File: src/source/aes_host_pkg.sv
// Shared definitions for the cipher host sequencer
// Register map and status bits of the cipher peripheral, the control word layout,
// and the structs that carry requests, responses and the Wishbone signals
package aes_host_pkg;

  localparam int DataWidth    = 32;
  localparam int AddrWidth    = 8;
  localparam int BlockWords   = 4;
  localparam int KeyWords     = 8;
  localparam int ShadowWrites = 2;

  localparam int IdxWidth       = $clog2(KeyWords);  // Longest write burst is one key share
  localparam int BlockIdxWidth  = $clog2(BlockWords);
  localparam int ShadowCntWidth = (ShadowWrites > 1) ? $clog2(ShadowWrites) : 1;

  // Register map, byte addresses
  localparam logic [AddrWidth-1:0] KeyShare0Base = 8'h04;  // Eight words
  localparam logic [AddrWidth-1:0] KeyShare1Base = 8'h24;  // Eight words
  localparam logic [AddrWidth-1:0] DataInBase    = 8'h54;
  localparam logic [AddrWidth-1:0] DataOutBase   = 8'h64;
  localparam logic [AddrWidth-1:0] CtrlOffset    = 8'h74;
  localparam logic [AddrWidth-1:0] CtrlAuxOffset = 8'h78;
  localparam logic [AddrWidth-1:0] StatusOffset  = 8'h84;

  localparam int StatusIdleBit     = 0;
  localparam int StatusOutValidBit = 3;

  // Main control register, shadowed
  typedef struct packed {
    logic [19:0] pad;
    logic        sideload;
    logic [2:0]  key_len;
    logic [5:0]  mode;       // One-hot
    logic [1:0]  operation;
  } aes_ctrl_t;

  localparam aes_ctrl_t CtrlJobValue = '{
    pad:       '0,
    sideload:  1'b0,         // Key always comes over the bus
    key_len:   3'b001,       // 128 bit key
    mode:      6'b00_0001,   // ECB
    operation: 2'b01         // Encrypt
  };
  localparam logic [DataWidth-1:0] CtrlAuxValue = '0;

  typedef logic [BlockWords-1:0][DataWidth-1:0] block_t;  // Word 0 in the low bits
  typedef logic [KeyWords-1:0][DataWidth-1:0]   key_t;

  // Sequencer to port
  typedef struct packed {
    logic                 valid;
    logic                 we;
    logic [AddrWidth-1:0] addr;
    logic [DataWidth-1:0] wdata;
  } bus_req_t;

  // Port to sequencer, one pulse per access
  typedef struct packed {
    logic                 valid;
    logic                 err;
    logic [DataWidth-1:0] rdata;
  } bus_rsp_t;

  typedef struct packed {
    logic                   cyc;
    logic                   stb;
    logic                   we;
    logic [AddrWidth-1:0]   adr;
    logic [DataWidth-1:0]   dat;
    logic [DataWidth/8-1:0] sel;
  } wb_m2s_t;

  typedef struct packed {
    logic                 ack;
    logic                 err;
    logic [DataWidth-1:0] dat;
  } wb_s2m_t;

endpackage

File: src/source/aes_host_seq.sv
`timescale 1ns/10ps
// Job sequencer for one ECB encryption on the cipher peripheral
// Orders the register accesses of the job, polls status, collects the
// ciphertext and flags done, or done with error after a bus error
module aes_host_seq (
  input  logic                   clk_i,
  input  logic                   rst_ni,
  input  aes_host_pkg::key_t     key_i,
  input  aes_host_pkg::block_t   data_i,
  output aes_host_pkg::bus_req_t req_o,
  input  logic                   ready_i,
  input  aes_host_pkg::bus_rsp_t rsp_i,
  output aes_host_pkg::block_t   data_o,
  output logic                   done_o,
  output logic                   error_o
);

  typedef enum logic [3:0] {
    PollIdle,
    WrCtrlAux,
    WrCtrl,
    WrKey0,
    WrKey1,
    WrDataIn,
    PollOut,
    RdDataOut,
    Finish
  } phase_e;

  phase_e phase_q;

  logic [aes_host_pkg::IdxWidth-1:0]       idx_q;       // Word within the current phase
  logic [aes_host_pkg::ShadowCntWidth-1:0] shad_q;      // Writes done to a shadowed register
  logic                                    inflight_q;  // Request taken by the port
  logic                                    err_q;
  aes_host_pkg::block_t                    result_q;

  logic                                     rsp_ok;
  logic                                     last_shadow;
  logic                                     last_key;
  logic                                     last_block;
  logic                                     st_idle;
  logic                                     st_out_valid;
  logic [aes_host_pkg::AddrWidth-1:0]       word_off;
  logic [aes_host_pkg::BlockIdxWidth-1:0]   blk_idx;

  assign rsp_ok       = rsp_i.valid && inflight_q;
  assign blk_idx      = idx_q[aes_host_pkg::BlockIdxWidth-1:0];
  assign word_off     = aes_host_pkg::AddrWidth'({idx_q, 2'b00});  // Byte offset of the word
  assign last_shadow  = (shad_q == aes_host_pkg::ShadowCntWidth'(aes_host_pkg::ShadowWrites - 1));
  assign last_key     = (idx_q == aes_host_pkg::IdxWidth'(aes_host_pkg::KeyWords - 1));
  assign last_block   = (idx_q == aes_host_pkg::IdxWidth'(aes_host_pkg::BlockWords - 1));
  assign st_idle      = rsp_i.rdata[aes_host_pkg::StatusIdleBit];
  assign st_out_valid = rsp_i.rdata[aes_host_pkg::StatusOutValidBit];

  // Access for the current phase, held until its response
  always_comb begin
    req_o = '0;
    unique case (phase_q)
      PollIdle, PollOut: begin
        req_o.valid = 1'b1;
        req_o.addr  = aes_host_pkg::StatusOffset;
      end
      WrCtrlAux: begin
        req_o.valid = 1'b1;
        req_o.we    = 1'b1;
        req_o.addr  = aes_host_pkg::CtrlAuxOffset;
        req_o.wdata = aes_host_pkg::CtrlAuxValue;
      end
      WrCtrl: begin
        req_o.valid = 1'b1;
        req_o.we    = 1'b1;
        req_o.addr  = aes_host_pkg::CtrlOffset;
        req_o.wdata = aes_host_pkg::CtrlJobValue;
      end
      WrKey0: begin
        req_o.valid = 1'b1;
        req_o.we    = 1'b1;
        req_o.addr  = aes_host_pkg::KeyShare0Base + word_off;
        req_o.wdata = key_i[idx_q];
      end
      WrKey1: begin
        req_o.valid = 1'b1;
        req_o.we    = 1'b1;
        req_o.addr  = aes_host_pkg::KeyShare1Base + word_off;
        req_o.wdata = '0;  // Unmasked key, second share is zero
      end
      WrDataIn: begin
        req_o.valid = 1'b1;
        req_o.we    = 1'b1;
        req_o.addr  = aes_host_pkg::DataInBase + word_off;
        req_o.wdata = data_i[blk_idx];
      end
      RdDataOut: begin
        req_o.valid = 1'b1;
        req_o.addr  = aes_host_pkg::DataOutBase + word_off;
      end
      default: req_o = '0;  // Finish, nothing more on the bus
    endcase
  end

  always_ff @(posedge clk_i or negedge rst_ni) begin
    if (!rst_ni) begin
      inflight_q <= 1'b0;
    end else if (req_o.valid && ready_i) begin
      inflight_q <= 1'b1;
    end else if (rsp_i.valid) begin
      inflight_q <= 1'b0;
    end
  end

  always_ff @(posedge clk_i or negedge rst_ni) begin
    if (!rst_ni) begin
      phase_q <= PollIdle;
      idx_q   <= '0;
      shad_q  <= '0;
      err_q   <= 1'b0;
    end else if (rsp_ok) begin
      if (rsp_i.err) begin
        phase_q <= Finish;  // Abort the job on any bus error
        err_q   <= 1'b1;
      end else begin
        unique case (phase_q)
          PollIdle: begin
            if (st_idle) phase_q <= WrCtrlAux;
          end
          WrCtrlAux: begin
            shad_q <= last_shadow ? '0 : shad_q + 1'b1;
            if (last_shadow) phase_q <= WrCtrl;
          end
          WrCtrl: begin
            shad_q <= last_shadow ? '0 : shad_q + 1'b1;
            if (last_shadow) phase_q <= WrKey0;
          end
          WrKey0: begin
            idx_q <= last_key ? '0 : idx_q + 1'b1;
            if (last_key) phase_q <= WrKey1;
          end
          WrKey1: begin
            idx_q <= last_key ? '0 : idx_q + 1'b1;
            if (last_key) phase_q <= WrDataIn;
          end
          WrDataIn: begin
            idx_q <= last_block ? '0 : idx_q + 1'b1;
            if (last_block) phase_q <= PollOut;
          end
          PollOut: begin
            if (st_idle && st_out_valid) phase_q <= RdDataOut;
          end
          RdDataOut: begin
            idx_q <= last_block ? '0 : idx_q + 1'b1;
            if (last_block) phase_q <= Finish;
          end
          Finish: phase_q <= Finish;
          default: phase_q <= Finish;
        endcase
      end
    end
  end

  // Ciphertext, word 0 in the low bits
  always_ff @(posedge clk_i or negedge rst_ni) begin
    if (!rst_ni) begin
      result_q <= '0;
    end else if (rsp_ok && !rsp_i.err && phase_q == RdDataOut) begin
      result_q[blk_idx] <= rsp_i.rdata;
    end
  end

  assign data_o  = result_q;
  assign done_o  = (phase_q == Finish);
  assign error_o = err_q;

  // Port latches the fields only once, so they must hold through the whole access
  req_stable_a: assert property (@(posedge clk_i) disable iff (!rst_ni)
    req_o.valid && !rsp_i.valid |=> $stable(req_o));

  // Nothing is handed to the port once the job is over
  no_req_finish_a: assert property (@(posedge clk_i) disable iff (!rst_ni)
    phase_q == Finish |-> !inflight_q);

endmodule

File: src/source/aes_host_top.sv
`timescale 1ns/10ps
// Host for one encryption job on the cipher peripheral over Wishbone
// key_i and data_i must hold still from reset release until done_o rises
module aes_host_top (
  input  logic                  clk_i,
  input  logic                  rst_ni,
  input  aes_host_pkg::key_t    key_i,
  input  aes_host_pkg::block_t  data_i,
  output aes_host_pkg::wb_m2s_t wb_o,
  input  aes_host_pkg::wb_s2m_t wb_i,
  output aes_host_pkg::block_t  data_o,
  output logic                  done_o,
  output logic                  error_o
);

  aes_host_pkg::bus_req_t bus_req;
  aes_host_pkg::bus_rsp_t bus_rsp;
  logic                   port_ready;

  // Job FSM
  aes_host_seq u_seq (
    .clk_i   (clk_i),
    .rst_ni  (rst_ni),
    .key_i   (key_i),
    .data_i  (data_i),
    .req_o   (bus_req),
    .ready_i (port_ready),
    .rsp_i   (bus_rsp),
    .data_o  (data_o),
    .done_o  (done_o),
    .error_o (error_o)
  );

  // One access at a time on the bus
  wb_host_port u_port (
    .clk_i   (clk_i),
    .rst_ni  (rst_ni),
    .req_i   (bus_req),
    .ready_o (port_ready),
    .rsp_o   (bus_rsp),
    .wb_o    (wb_o),
    .wb_i    (wb_i)
  );

endmodule

File: src/source/wb_host_port.sv
`timescale 1ns/10ps
// Wishbone classic master for single register accesses
// Takes one request while idle, runs one bus cycle and returns the response
// one clock after ack or err, with cyc and stb already low
module wb_host_port (
  input  logic                   clk_i,
  input  logic                   rst_ni,
  input  aes_host_pkg::bus_req_t req_i,
  output logic                   ready_o,
  output aes_host_pkg::bus_rsp_t rsp_o,
  output aes_host_pkg::wb_m2s_t  wb_o,
  input  aes_host_pkg::wb_s2m_t  wb_i
);

  typedef enum logic [1:0] {
    Idle,
    Strobe,
    Recover
  } port_state_e;

  port_state_e state_q, state_d;

  logic                               we_q;
  logic [aes_host_pkg::AddrWidth-1:0] adr_q;
  logic [aes_host_pkg::DataWidth-1:0] dat_q;
  logic [aes_host_pkg::DataWidth-1:0] rdata_q;
  logic                               err_q;
  logic                               accept;
  logic                               term;

  assign ready_o = (state_q == Idle);
  assign accept  = ready_o && req_i.valid;
  assign term    = (state_q == Strobe) && (wb_i.ack || wb_i.err);  // Terminating cycle

  always_comb begin
    state_d = state_q;
    unique case (state_q)
      Idle:    if (accept) state_d = Strobe;
      Strobe:  if (term) state_d = Recover;
      Recover: state_d = Idle;  // Forced gap between accesses
      default: state_d = Idle;
    endcase
  end

  always_ff @(posedge clk_i or negedge rst_ni) begin
    if (!rst_ni) begin
      state_q <= Idle;
    end else begin
      state_q <= state_d;
    end
  end

  // Access fields and the captured response
  always_ff @(posedge clk_i) begin
    if (accept) begin
      we_q  <= req_i.we;
      adr_q <= req_i.addr;
      dat_q <= req_i.wdata;
    end
    if (term) begin
      rdata_q <= wb_i.dat;
      err_q   <= wb_i.err;
    end
  end

  assign wb_o.cyc = (state_q == Strobe);
  assign wb_o.stb = (state_q == Strobe);
  assign wb_o.we  = we_q;
  assign wb_o.adr = adr_q;
  assign wb_o.dat = dat_q;
  assign wb_o.sel = '1;  // Full words only

  assign rsp_o.valid = (state_q == Recover);
  assign rsp_o.err   = err_q;
  assign rsp_o.rdata = rdata_q;

  stb_in_cyc_a: assert property (@(posedge clk_i) disable iff (!rst_ni)
    wb_o.stb |-> wb_o.cyc);

  // Wait states must not disturb the cycle on the bus
  wb_stable_a: assert property (@(posedge clk_i) disable iff (!rst_ni)
    wb_o.stb && !wb_i.ack && !wb_i.err |=> $stable(wb_o.adr) && $stable(wb_o.dat));

  ack_err_excl_a: assert property (@(posedge clk_i) disable iff (!rst_ni)
    wb_o.cyc |-> !(wb_i.ack && wb_i.err));

endmodule

File: config.mk
export PLATFORM = sky130hd
export DESIGN_NAME = aes_host_top
export DESIGN_NICKNAME = d
export VERILOG_FILES = /design/src/source/aes_host_pkg.sv /design/src/source/aes_host_seq.sv /design/src/source/aes_host_top.sv /design/src/source/wb_host_port.sv
export SDC_FILE = /design/constraint.sdc
export NUM_CORES = 1
export LEC_CHECK = 0
export ABC_AREA = 1
export BUFFER_PORTS_ARGS = -buffer_cell sky130_fd_sc_hd__buf_2
export CAP_MARGIN = 20
export CORE_AREA = 2 2 233 235
export DETAILED_ROUTE_END_ITERATION = 12
export DIE_AREA = 0 0 235 237
export GPL_ROUTABILITY_DRIVEN = 0
export PLACE_DENSITY = 0.45
export SLEW_MARGIN = 40
export SYNTH_ARGS = -nofsm -noshare
export SYNTH_HDL_FRONTEND = slang
export SYNTH_HIERARCHICAL = 1
export SYNTH_SLANG_ARGS = --single-unit
File: constraint.sdc
create_clock -name clk_i -period 3.45 [get_ports clk_i]
set_clock_uncertainty 0.1 [all_clocks]
set_input_delay 0.1725 -clock clk_i [delete_from_list [all_inputs] [get_ports clk_i]]
set_output_delay 0.1725 -clock clk_i [all_outputs]
set_load 0.01 [all_outputs]
==> summary.txt <==
Timing
  – Final Cycle Share: between 90% and 100%
  – Final min period: between 3000 and 4000 ps
  – RSZ-0062 raised after global routing: false
  – WHS: between 15 and 20 ps
  – Worst Tran Pin Value: roughly 790 ps
  – Pins Over Slew Limit: 0
  – Max Fclk: just over 0.3 GHz
  – Count of endpoints failing setup in the final report: 0
  – Final Hold Viols: 0
  – Final TNS setup: 0 ps
  – Rel. slew slack: 47.2%

Yosys
  – EDFF count, synth: 74
  – Top-area cell type share of the netlist area: about 30%
  – #FFs+latches synth: approximately 210
  – Avg Cell Area, Syn: between 8 and 9 um^2
  – Ys Warns: 6
  – Synth Flop Type: dfrtp_1
  – Synth area leader: dfrtp_1
  – Seq/Total Area, Yosys: around half
  – Mapped Cells: roughly 1400
  – FFs w/ async S/R, synth: between 60% and 70%
  – Most frequent cell after synthesis: nor2_1
  – Synth area leaders: dfrtp_1 29%, edfxtp_1 19%, nor2_1 9.1%, nand2_1 7.8%, o21ai_0 6.5%
  – Yosys cell types: 38
  – Cell Area, Synth: ~12000 um^2
  – Top post-synthesis cells by count: 287 x nor2_1, 247 x nand2_1, 155 x o21ai_0, 140 x dfrtp_1, 85 x o21ai_1

Floorplan
  – Chip width: between 200 and 250 um
  – # rows: 85
  – Die area: 55700 um^2
  – Starting Density: roughly 22%
  – Core area: between 50000 and 60000 um^2
  – Ports: around 600
  – Chip height: about 240 um

Detailed routing
  – WL/cell: 19.4 um
  – Initial drt markers: approximately 990
  – DR vias/cell: around 4.5
  – Routed vias: roughly 13000
  – Final WL: between 50000 and 60000 um
  – DR DRC count: 0
  – DRT antenna net count: 0
  – Pre-antenna DRT Iters: 7

Power
  – Power per cell area: between 500 and 600 nW/um^2
  – Maximum VDD drop: approximately 0.28 mV
  – Leakage Power: approximately 8.4 nW
  – Design Power: between 8 and 9 mW

Cells and area
  – Multi-input gate area: ~5200 um^2
  – Finished Cell Area: approximately 17000 um^2
  – NumNets Final: roughly 2500
  – Fillers: between 5000 and 6000
  – Share of layout cells above drive strength 1: between 30 and 40%
  – Synthesis-to-finish area growth: 43.5%
  – Seq. cell area: around 5700 um^2
  – Final core occ: about a third

Global routing
  – Met3 Use GR: 4.39%
  – GRT Util Overall: 18.5%
  – Largest net degree at the start of global routing: roughly 120
  – GRT busiest layer: met2
  – First-pass GRT wire length: 79100 um
  – Total gr overflow: 0
  – Vias in the first global route: between 10000 and 15000
  – GR Util met2: ~30%
  – Initial antenna violation count: 16
  – Met1 Resource Use GR: 24.5%

Outcome
  – Run status: finished, final reports clean

Run
  – Max Cap Viol: 0

Clocking
  – CTS sink count: around 210
  – Setup Buffers After CTS: 0
  – Clk_lat worst skew: around 560 ps
  – CTS Buffer Depth: 3
  – Clk slew on worst S/H paths: about 60 ps
  – CTS root buffer: clkbuf_16
  – Cts bufs inserted: 27
  – H-tree depth: 1
  – TritonCTS clock tree: yes

Worst setup path
  – Worst setup SP type: flip-flop
  – Crit Path Category: reg -> reg
  – Worst-path fanout max: between 40 and 50
  – Worst Setup SP: u_seq/idx_q[1]
  – WP data arrival: between 3000 and 4000 ps
  – FF-to-FF Start: u_seq/idx_q[1]
  – CP endpoint kind: flip-flop
  – CP required: about 3700 ps

Placed design
  – Placed Area: roughly 15000 um^2
  – Port Buffer Count: ~590
  – Final HPWL DP: roughly 40000 um

Worst hold path
  – HP Class: in -> async
==> placed cells by master (no fill, tap or decap), drive strengths merged <==
master         n
a21oi          2
a22oi          1
a31oi          2
buf          615
bufinv         3
clkbuf        37
clkinv         5
clkinvlp       2
conb           6
dfrtp        140
diode         13
dlygate4sd3   82
edfxtp        74
ha             6
inv           62
nand2        253
nand3         73
nand4          5
nor2         295
nor4           1
o2111ai        1
o211ai        46
o21ai        321
o21bai         1
o22ai         29
or2            1
xnor2          1
==> registers in the layout (all words and copies together) (netlist names), 2 cells and up <==
signal	flops
u_port/adr_q	8
u_port/dat_q	32
u_port/rdata_q	32
u_port/state_q	2
u_seq/data_o	128
u_seq/idx_q	3
u_seq/phase_q	4
==> cells by family (layout without fill, tap and decap cells) <==
logic type | Yosys count | after routing | synth area share, %
flip-flops | 214 | 214 | 48.1
other | 2 | 19 | 0.0631
buffers and inverters | 171 | 806 | 8.25
AND/OR/NAND/NOR | 628 | 628 | 22.0
AO/OA/AOI/OAI | 403 | 403 | 20.9
adder cells (fa/ha/maj) | 6 | 6 | 0.631
XOR/XNOR | 1 | 1 | 0.0737
==> where the power goes <==
part           internal, mW  switching, mW  total (mW)
combinational         0.838           1.76        2.59
sequential             3.13          0.217        3.34
clock                  1.78           1.15        2.93
total                  5.75           3.13        8.87
==> critical path: stages (launching register included) <==
cell,delay [ps]
dfrtp_4,660
inv_2,140
buf_6,340
buf_4,260
nor2_1,60
o21ai_0,70
nand3_1,90
dlygate4sd3_1,560
nand3_1,80
dlygate4sd3_1,560
nand2_1,50
==> stage by stage <==
step	worst slack (ps)	instances
final	209	2773
after global routing	52.0	2766
after CTS	40.7	2760
after detailed placement	939	2629
after global placement	995	2629
after floorplan	921	1429
==> worst paths after layout <==
path	endpoint	slack, ps	cells after the start
min reg2reg	u_seq/data_o[62]	380	2
min	u_seq/data_o[111]	20	2
min in group clk_i	u_port/dat_q[7]	20	5
max reg2reg	u_port/dat_q[21]	210	10
max in group asynchronous	u_seq/data_o[85]	2270	4
max	u_port/dat_q[21]	210	10
==> cell type report <==
| class | count | share of cell area, % |
|---|---|---|
| clock inverter | 12 | 0.946 |
| inverter | 60 | 1.38 |
| timing repair buffer | 697 | 23.8 |
| antenna | 13 | 0.191 |
| tap | 696 | 5.10 |
| multi-input combinational | 1044 | 30.5 |
| sequential | 214 | 33.6 |
| clock buffer | 37 | 4.48 |
==> routing by layer <==
| layer | part of all wire [%] | up-vias |
|---|---|---|
| met2 | 46 | 508 |
| met1 | 44 | 5848 |
| met3 | 7.7 | 74 |
| met5 | 0.063 | - |
| li1 | - | 6069 |
| met4 | 2.3 | 4 |
==> timing repair <==
item	in CTS	in global routing
endpoints found under the hold margin	160	0
endpoints found under the setup margin	0	2
gates resized for setup	0	2
hold buffers	82	0
Note: power is estimated with default switching activity, not from simulation.
